[src/verilog/w_buffer_pkg.sv]
// AXI4 write-data buffer package
// Holds the fixed channel widths, the W beat and translation decision
// types, and small helpers for building and classifying decisions

package w_buffer_pkg;

  // W channel and transaction widths
  localparam int unsigned DATA_WIDTH = 32;
  localparam int unsigned STRB_WIDTH = DATA_WIDTH / 8;
  localparam int unsigned USER_WIDTH = 4;
  localparam int unsigned ID_WIDTH   = 4;

  // One W beat, 41 bits
  typedef struct packed {
    logic [DATA_WIDTH-1:0] data;
    logic [STRB_WIDTH-1:0] strb;
    logic [USER_WIDTH-1:0] user;
    logic                  last;
  } w_beat_t;

  // One translation decision for a whole burst, 9 bits
  typedef struct packed {
    logic                accept;
    logic                drop;
    logic                master;
    logic [ID_WIDTH-1:0] id;
    logic                prefetch;
    logic                hit;
  } decision_t;

  // Gathers the separate translation outputs into one decision
  function automatic decision_t make_decision(
    input logic                accept,
    input logic                drop,
    input logic                master,
    input logic [ID_WIDTH-1:0] id,
    input logic                prefetch,
    input logic                hit
  );
    decision_t dec;
    dec.accept   = accept;
    dec.drop     = drop;
    dec.master   = master;
    dec.id       = id;
    dec.prefetch = prefetch;
    dec.hit      = hit;
    return dec;
  endfunction

  // A decision is a real request only when it accepts or drops
  function automatic logic decision_is_req(input decision_t dec);
    return dec.accept | dec.drop;
  endfunction

endpackage

[src/verilog/w_beat_if.sv]
// W beat stream interface
// Carries one W beat with valid/ready between the input FIFO and
// the routing control

`timescale 1ns/1ps

interface w_beat_if
  import w_buffer_pkg::*;
();

  // Beat payload, held stable while valid is high and ready is low
  w_beat_t beat;
  logic    valid;
  logic    ready;

  // Input FIFO side
  modport source (
    output beat,
    output valid,
    input  ready
  );

  // Routing control side
  modport sink (
    input  beat,
    input  valid,
    output ready
  );

endinterface

[src/verilog/w_stream_fifo.sv]
// Valid/ready stream FIFO
// Circular buffer with read and write pointers and an occupancy count.
// Entries become visible one cycle after the push, no bypass

`timescale 1ns/1ps

module w_stream_fifo #(
  parameter int unsigned DEPTH     = 4,
  parameter type         payload_t = logic [7:0]
) (
  input  logic     axi4_aclk,
  input  logic     axi4_arstn,

  // Push side
  input  logic     push_valid_i,
  input  payload_t push_data_i,
  output logic     push_ready_o,

  // Pop side
  output logic     pop_valid_o,
  output payload_t pop_data_o,
  input  logic     pop_ready_i
);

  localparam int unsigned PTR_W = (DEPTH > 1) ? $clog2(DEPTH) : 1;
  localparam int unsigned CNT_W = $clog2(DEPTH + 1);

  payload_t         mem_q [DEPTH];
  logic [PTR_W-1:0] wr_ptr_q;
  logic [PTR_W-1:0] rd_ptr_q;
  logic [CNT_W-1:0] count_q;
  logic             push;
  logic             pop;

  // Pointer advance with wrap, also for depths that are not a power of two
  function automatic logic [PTR_W-1:0] next_ptr(input logic [PTR_W-1:0] ptr);
    if (ptr == PTR_W'(DEPTH - 1)) begin
      return '0;
    end
    return ptr + 1'b1;
  endfunction

  // Ready only drops when every slot is taken
  assign push_ready_o = (count_q != CNT_W'(DEPTH));
  assign pop_valid_o  = (count_q != '0);
  assign pop_data_o   = mem_q[rd_ptr_q];

  assign push = push_valid_i & push_ready_o;
  assign pop  = pop_valid_o & pop_ready_i;

  // Storage array
  always_ff @(posedge axi4_aclk) begin
    if (push) begin
      mem_q[wr_ptr_q] <= push_data_i;
    end
  end

  always_ff @(posedge axi4_aclk or negedge axi4_arstn) begin
    if (!axi4_arstn) begin
      wr_ptr_q <= '0;
      rd_ptr_q <= '0;
    end else begin
      if (push) begin
        wr_ptr_q <= next_ptr(wr_ptr_q);
      end
      if (pop) begin
        rd_ptr_q <= next_ptr(rd_ptr_q);
      end
    end
  end

  // Occupancy, unchanged when push and pop meet in one cycle
  always_ff @(posedge axi4_aclk or negedge axi4_arstn) begin
    if (!axi4_arstn) begin
      count_q <= '0;
    end else begin
      case ({push, pop})
        2'b10:   count_q <= count_q + 1'b1;
        2'b01:   count_q <= count_q - 1'b1;
        default: count_q <= count_q;
      endcase
    end
  end

endmodule

[src/verilog/w_route_ctrl.sv]
// W routing control
// Forwards or discards the burst at the head of the beat stream according
// to the head translation decision, and runs the drop handshake with the
// B-response sender

`timescale 1ns/1ps

module w_route_ctrl
  import w_buffer_pkg::*;
(
  input  logic                axi4_aclk,
  input  logic                axi4_arstn,

  // Beat stream from the input FIFO
  w_beat_if.sink              beat,

  // Head decision from the decision FIFO
  input  logic                dec_valid_i,
  input  decision_t           dec_i,
  output logic                dec_ready_o,

  // Master W channel
  output w_beat_t             m_beat_o,
  output logic                m_valid_o,
  input  logic                m_ready_i,
  output logic                master_select_o,

  // B sender handshake
  output logic                b_drop_o,
  input  logic                b_done_i,
  output logic [ID_WIDTH-1:0] id_o,
  output logic                prefetch_o,
  output logic                hit_o
);

  logic b_drop_q;
  logic b_drop_set;
  logic w_done;
  logic beat_xfer;

  assign beat_xfer = beat.valid & beat.ready;

  always_comb begin
    m_beat_o        = '0;
    m_valid_o       = 1'b0;
    master_select_o = 1'b0;
    beat.ready      = 1'b0;
    w_done          = 1'b0;
    b_drop_set      = 1'b0;

    if (dec_valid_i) begin
      if (dec_i.accept) begin
        // Link the beat stream straight through to the master port
        m_beat_o        = beat.beat;
        m_valid_o       = beat.valid;
        beat.ready      = m_ready_i;
        master_select_o = dec_i.master;
        w_done          = beat_xfer & beat.beat.last;
      end else if (!b_drop_q) begin
        // Throw the burst away, one beat per cycle
        beat.ready = 1'b1;
        b_drop_set = beat_xfer & beat.beat.last;
      end
    end
  end

  // Drop request toward the B sender, held until it answers
  always_ff @(posedge axi4_aclk or negedge axi4_arstn) begin
    if (!axi4_arstn) begin
      b_drop_q <= 1'b0;
    end else if (b_drop_q && b_done_i) begin
      b_drop_q <= 1'b0;
    end else if (b_drop_set) begin
      b_drop_q <= 1'b1;
    end
  end

  assign b_drop_o = b_drop_q;

  // Pop on the last forwarded beat or when the drop is acknowledged
  assign dec_ready_o = w_done | (b_drop_q & b_done_i);

  // Tags for the B sender always follow the head decision
  assign id_o       = dec_i.id;
  assign prefetch_o = dec_i.prefetch;
  assign hit_o      = dec_i.hit;

endmodule

[src/verilog/axi4_w_buffer.sv]
// AXI4 write-data buffer
// Buffers W beats and per-burst translation decisions, then forwards
// accepted bursts to the master W channel and drops the rest with a
// handshake toward the B-response sender

`timescale 1ns/1ps

module axi4_w_buffer
  import w_buffer_pkg::*;
#(
  parameter int unsigned BEAT_FIFO_DEPTH     = 4,
  parameter int unsigned DECISION_FIFO_DEPTH = 8
) (
  input  logic                  axi4_aclk,
  input  logic                  axi4_arstn,

  // Translation unit
  input  logic                  l1_accept_i,
  input  logic                  l1_drop_i,
  input  logic                  l1_master_i,
  input  logic [ID_WIDTH-1:0]   l1_id_i,
  input  logic                  l1_prefetch_i,
  input  logic                  l1_hit_i,
  output logic                  l1_done_o,
  output logic                  input_stall_o,
  output logic                  master_select_o,

  // B sender
  output logic                  b_drop_o,
  input  logic                  b_done_i,
  output logic [ID_WIDTH-1:0]   id_o,
  output logic                  prefetch_o,
  output logic                  hit_o,

  // Slave W channel
  input  logic [DATA_WIDTH-1:0] s_axi4_wdata_i,
  input  logic [STRB_WIDTH-1:0] s_axi4_wstrb_i,
  input  logic                  s_axi4_wlast_i,
  input  logic [USER_WIDTH-1:0] s_axi4_wuser_i,
  input  logic                  s_axi4_wvalid_i,
  output logic                  s_axi4_wready_o,

  // Master W channel
  output logic [DATA_WIDTH-1:0] m_axi4_wdata_o,
  output logic [STRB_WIDTH-1:0] m_axi4_wstrb_o,
  output logic                  m_axi4_wlast_o,
  output logic [USER_WIDTH-1:0] m_axi4_wuser_o,
  output logic                  m_axi4_wvalid_o,
  input  logic                  m_axi4_wready_i
);

  w_beat_t   s_beat;
  w_beat_t   m_beat;
  decision_t l1_dec;
  decision_t head_dec;
  logic      dec_push_valid;
  logic      dec_push_ready;
  logic      dec_pop_valid;
  logic      dec_pop_ready;

  w_beat_if beat_bus ();

  assign s_beat.data = s_axi4_wdata_i;
  assign s_beat.strb = s_axi4_wstrb_i;
  assign s_beat.user = s_axi4_wuser_i;
  assign s_beat.last = s_axi4_wlast_i;

  w_stream_fifo #(
    .DEPTH     ( BEAT_FIFO_DEPTH ),
    .payload_t ( w_beat_t        )
  ) u_beat_fifo (
    .axi4_aclk    ( axi4_aclk       ),
    .axi4_arstn   ( axi4_arstn      ),
    .push_valid_i ( s_axi4_wvalid_i ),
    .push_data_i  ( s_beat          ),
    .push_ready_o ( s_axi4_wready_o ),
    .pop_valid_o  ( beat_bus.valid  ),
    .pop_data_o   ( beat_bus.beat   ),
    .pop_ready_i  ( beat_bus.ready  )
  );

  // Only accept or drop requests enter the decision FIFO
  assign l1_dec = make_decision(l1_accept_i, l1_drop_i, l1_master_i,
                                l1_id_i, l1_prefetch_i, l1_hit_i);
  assign dec_push_valid = decision_is_req(l1_dec);

  w_stream_fifo #(
    .DEPTH     ( DECISION_FIFO_DEPTH ),
    .payload_t ( decision_t          )
  ) u_decision_fifo (
    .axi4_aclk    ( axi4_aclk      ),
    .axi4_arstn   ( axi4_arstn     ),
    .push_valid_i ( dec_push_valid ),
    .push_data_i  ( l1_dec         ),
    .push_ready_o ( dec_push_ready ),
    .pop_valid_o  ( dec_pop_valid  ),
    .pop_data_o   ( head_dec       ),
    .pop_ready_i  ( dec_pop_ready  )
  );

  // Done pulses in the cycle the decision is taken
  assign l1_done_o     = dec_push_valid & dec_push_ready;
  assign input_stall_o = ~dec_push_ready;

  w_route_ctrl u_route_ctrl (
    .axi4_aclk       ( axi4_aclk       ),
    .axi4_arstn      ( axi4_arstn      ),
    .beat            ( beat_bus.sink   ),
    .dec_valid_i     ( dec_pop_valid   ),
    .dec_i           ( head_dec        ),
    .dec_ready_o     ( dec_pop_ready   ),
    .m_beat_o        ( m_beat          ),
    .m_valid_o       ( m_axi4_wvalid_o ),
    .m_ready_i       ( m_axi4_wready_i ),
    .master_select_o ( master_select_o ),
    .b_drop_o        ( b_drop_o        ),
    .b_done_i        ( b_done_i        ),
    .id_o            ( id_o            ),
    .prefetch_o      ( prefetch_o      ),
    .hit_o           ( hit_o           )
  );

  assign m_axi4_wdata_o = m_beat.data;
  assign m_axi4_wstrb_o = m_beat.strb;
  assign m_axi4_wuser_o = m_beat.user;
  assign m_axi4_wlast_o = m_beat.last;

endmodule

[config.mk]
export PLATFORM = sky130hd
export DESIGN_NAME = axi4_w_buffer
export DESIGN_NICKNAME = d
export VERILOG_FILES = /design/src/verilog/w_buffer_pkg.sv /design/src/verilog/w_beat_if.sv /design/src/verilog/w_stream_fifo.sv /design/src/verilog/w_route_ctrl.sv /design/src/verilog/axi4_w_buffer.sv
export SDC_FILE = /design/constraint.sdc
export NUM_CORES = 1
export LEC_CHECK = 0
export BUFFER_PORTS_ARGS = -buffer_cell sky130_fd_sc_hd__buf_2
export CORE_ASPECT_RATIO = 0.6
export CORE_MARGIN = 10
export CORE_UTILIZATION = 25
export CTS_BUF_LIST = sky130_fd_sc_hd__clkbuf_8 sky130_fd_sc_hd__clkbuf_16
export DETAILED_ROUTE_END_ITERATION = 10
export PLACE_DENSITY_LB_ADDON = 0.08
export SETUP_SLACK_MARGIN = 0.02
export SLEW_MARGIN = 20
export SYNTH_ARGS = -nofsm -noshare
export SYNTH_HDL_FRONTEND = slang
export SYNTH_SLANG_ARGS = --single-unit
export TNS_END_PERCENT = 10
[constraint.sdc]
create_clock -name axi4_aclk -period 3 [get_ports axi4_aclk]
set_input_delay 0.15 -clock axi4_aclk [delete_from_list [all_inputs] [get_ports axi4_aclk]]
set_output_delay 0.15 -clock axi4_aclk [all_outputs]
set_load 0.01 [all_outputs]
==> flow_metrics.tcl <==
set metrics [dict create \
    postSynthRegisterBits 246 \
    grt_pass1_vias 5879 \
    ant_nets 0 \
    period_needed_ns 2.80 \
    fp.dieW_um 275 \
    grt_max_degree 44 \
    first_iter_violations 278 \
    final_nets 739 \
    hpwl_mm 14.6 \
    wire_per_inst_um 19.5 \
    finClkSkew_ns 0.0182 \
    hold_path.class "input port to flip-flop" \
    synth_flop_cell "edfxtp_1" \
    track_usage 0.0992 \
    slew_headroom 0.518 \
    grt_remaining_overflow 0 \
    synthCells 476 \
    avgSynthCellArea_um2 20.6 \
    cts.clk_slew.worst_paths_ns 0.06 \
    place_inst 1112 \
    drc 0 \
    portBuffers 107 \
    cp.arrival_ns 3.21 \
    wirelength_mm 23.5 \
    chipHeight_um 173 \
    initial_utilization 0.252 \
    cp_max_fo 5 \
    vdd.ir_drop.worst_v 0.000470 \
    worstReg2RegEnd "u_decision_fifo.count_q[2]$_DFFE_PN0P_" \
    synth_area_mm2 0.00979 \
    ys_seq_area_frac 0.746 \
    drive_gt1_frac 0.380 \
    reg2reg_depth 12 \
    p_leak_nw 4.55 \
    finalCritPeriodShare 0.933 \
    synth-warning-count 0 \
    fin_tns_setup_ns 0 \
    synth_edf_count 228 \
    rsz0062_at_grt "false" \
    async_flop_share 0.0732 \
    synth_cell_types 38 \
    worstReg2RegStart "u_decision_fifo.count_q[1]$_DFFE_PN0P_" \
    path_class "flip-flop to flip-flop" \
    final.setup.worst_slack_ns 0.200 \
    worst-r2r-setup-slack_ns 0.20 \
    cts_max_path_buffers 3 \
    hold_depth 3 \
    core_area_mm2 0.0388 \
    clock.fmax_ghz 0.357 \
    htreeDepth 1 \
    worstHoldStart "s_axi4_wvalid_i" \
    drt-vias-per-instance 4.21 \
    final_cells 1208 \
    maxCapViolations 0 \
    nFillCells 3811 \
    grt_pass1_wl_mm 36.3 \
    status "finished, final reports clean" \
    multiInputGateArea_mm2 0.00236 \
    dieArea_mm2 0.0477 \
    row_count 56 \
    final_max_slew_viol_count 0 \
    io_pins 108 \
    max_slew.worst_pin.slew_ns 0.724 \
    endpoint_kind "flip-flop" \
    cts_root_buffer "clkbuf_16" \
    cts_buffers 27 \
    antenna_found_initial 0 \
    crit_required_ns 3.41 \
    clkLatencyLatePin_ns 0.54 \
    vias 5087 \
    antennaDiodeCount 0 \
    cp-start-kind "flip-flop" \
    setup_viol 0 \
    preCtsSetupSlack_ns 0.0266 \
    seq_area_mm2 0.00730 \
    globalplace.congestion 0.695 \
    synth_nets 545 \
    syn_to_final_growth_pct 27.4 \
    hold_viol_final 0 \
    numClockSinks 246 \
    power_density_mw_per_mm2 1020 \
    cts_tree "built" \
    hold_end "u_beat_fifo.wr_ptr_q[0]$_DFFE_PN0P_" \
    firstDrtPassIters 4 \
]
[cell usage in the layout (no fill, tap or decap), types with 2 or more instances in the layout]
| master | instances |
|---|---|
| clkinv_1 | 6 |
| nor3_1 | 4 |
| mux2i_1 | 3 |
| mux2_2 | 14 |
| edfxtp_1 | 228 |
| clkbuf_16 | 27 |
| nor3b_2 | 2 |
| nand3_1 | 2 |
| mux4_2 | 55 |
| nor4b_1 | 3 |
| ha_1 | 13 |
| dlygate4sd3_1 | 51 |
| a21o_1 | 2 |
| inv_1 | 18 |
| nand2_1 | 14 |
| xnor2_1 | 3 |
| buf_2 | 107 |
| nor3b_1 | 2 |
| xor2_1 | 5 |
| buf_4 | 28 |
| mux2_4 | 3 |
| buf_12 | 3 |
| dfrtp_1 | 16 |
| nor2_1 | 7 |
| clkinv_2 | 2 |
| and3_1 | 40 |
| and3_2 | 6 |
| o22ai_1 | 2 |
[kinds of logic (layout without fill, tap and decap cells)]
group	count (synthesis)	count (layout)	share of synthesized area
fa+ha+maj	14	14	0.0187
flops	246	246	0.746
simple gates	87	87	0.0533
xor+xnor	8	8	0.00716
buf+inv	36	246	0.0150
compound gates	10	10	0.00985
mux	75	75	0.150
[worst max-delay path by stage]
stage                                                   endpoint  slack (ns)                                    start  cells after the start
after floorplan           u_decision_fifo.count_q[2]$_DFFE_PN0P_        0.12   u_decision_fifo.count_q[1]$_DFFE_PN0P_                     13
after global placement    u_decision_fifo.count_q[2]$_DFFE_PN0P_        0.07   u_decision_fifo.count_q[1]$_DFFE_PN0P_                     12
after detailed placement  u_decision_fifo.count_q[2]$_DFFE_PN0P_        0.03   u_decision_fifo.count_q[1]$_DFFE_PN0P_                     12
after CTS                                     m_axi4_wdata_o[26]        0.04      u_beat_fifo.rd_ptr_q[0]$_DFFE_PN0N_                      4
after global routing          u_beat_fifo.count_q[2]$_DFFE_PN0P_        0.03  u_decision_fifo.rd_ptr_q[0]$_DFFE_PN0P_                     11
final                     u_decision_fifo.count_q[2]$_DFFE_PN0P_        0.20   u_decision_fifo.count_q[1]$_DFFE_PN0P_                     12
[sequential cells by signal (all words and copies together) (netlist names)]
name	cells
u_beat_fifo.mem_q	164
u_decision_fifo.mem_q	64
u_decision_fifo.count_q	4
u_beat_fifo.count_q	3
u_decision_fifo.rd_ptr_q	3
u_decision_fifo.wr_ptr_q	3
u_beat_fifo.rd_ptr_q	2
u_beat_fifo.wr_ptr_q	2
u_route_ctrl.b_drop_o	1
[Yosys cell counts, types with 2 or more instances]
library cell / count / area (um^2)
a21o_1: 2 / 15.0
and3_1: 44 / 275
and3_2: 2 / 15.0
buf_2: 3 / 15.0
clkbuf_1: 20 / 75.1
dfrtp_1: 18 / 450
edfxtp_1: 228 / 6850
ha_1: 13 / 163
inv_1: 11 / 41.3
mux2_2: 14 / 158
mux2_4: 3 / 45.0
mux2i_1: 3 / 30.0
mux4_2: 55 / 1240
nand2_1: 14 / 52.6
nand3_1: 2 / 10.0
nor2_1: 7 / 26.3
nor3_1: 4 / 20.0
nor3b_1: 4 / 30.0
nor4b_1: 3 / 26.3
o22ai_1: 2 / 12.5
xnor2_1: 3 / 26.3
xor2_1: 5 / 43.8
[repair_timing]
action	in CTS	in global routing
endpoints found under the hold margin	247	0
endpoints found under the setup margin	1	21
hold buffers	51	0
pin swaps	0	0
buffers inserted	0	0
gates resized for setup	1	3
[area by class of cell]
class	count	share of cell area
tap	522	0.0524
sequential	246	0.586
clock inverter	18	0.00843
timing repair buffer	190	0.106
inverter	11	0.00331
multi-input combinational	194	0.189
clock buffer	27	0.0542
[through the flow]
step                      utilization  area [um^2]  hold WS, ns  power, mW
after detailed placement        0.287        11200        0.145       10.0
final                           0.321        12500       0.0569       12.7
after global placement          0.287        11200        0.131       9.94
after floorplan                     -         9790       -0.146       7.96
after CTS                       0.321        12500       0.0220       13.1
after global routing            0.321        12500       0.0341       13.6
[power breakdown]
part	internal (mW)	switching, mW	total [mW]
sequential	4.58	0.285	4.86
clock	1.70	1.26	2.96
combinational	2.31	2.61	4.92
total	8.59	4.16	12.7
[critical path: stages, from the launching register on]
cell and delay (ns):
dfrtp_1 0.38, or4_4 0.57, o31a_4 0.15, and3_4 0.18, a32oi_2 0.22, inv_1 0.10
ha_1 0.23, xor2_1 0.15, ha_1 0.20, a21oi_1 0.14, xor2_1 0.16, nor2_1 0.07
xor2_1 0.14
[layer usage]
| metal | routed length, um | vias to the layer above | global-route usage |
|---|---|---|---|
| met5 | 0 | - | 0 |
| li1 | - | 2323 | - |
| met3 | 948 | 28 | 0.0223 |
| met4 | 400 | 0 | 0.0225 |
| met1 | 10300 | 2671 | 0.125 |
| met2 | 11800 | 65 | 0.171 |
(Power assumes the default switching activity.)
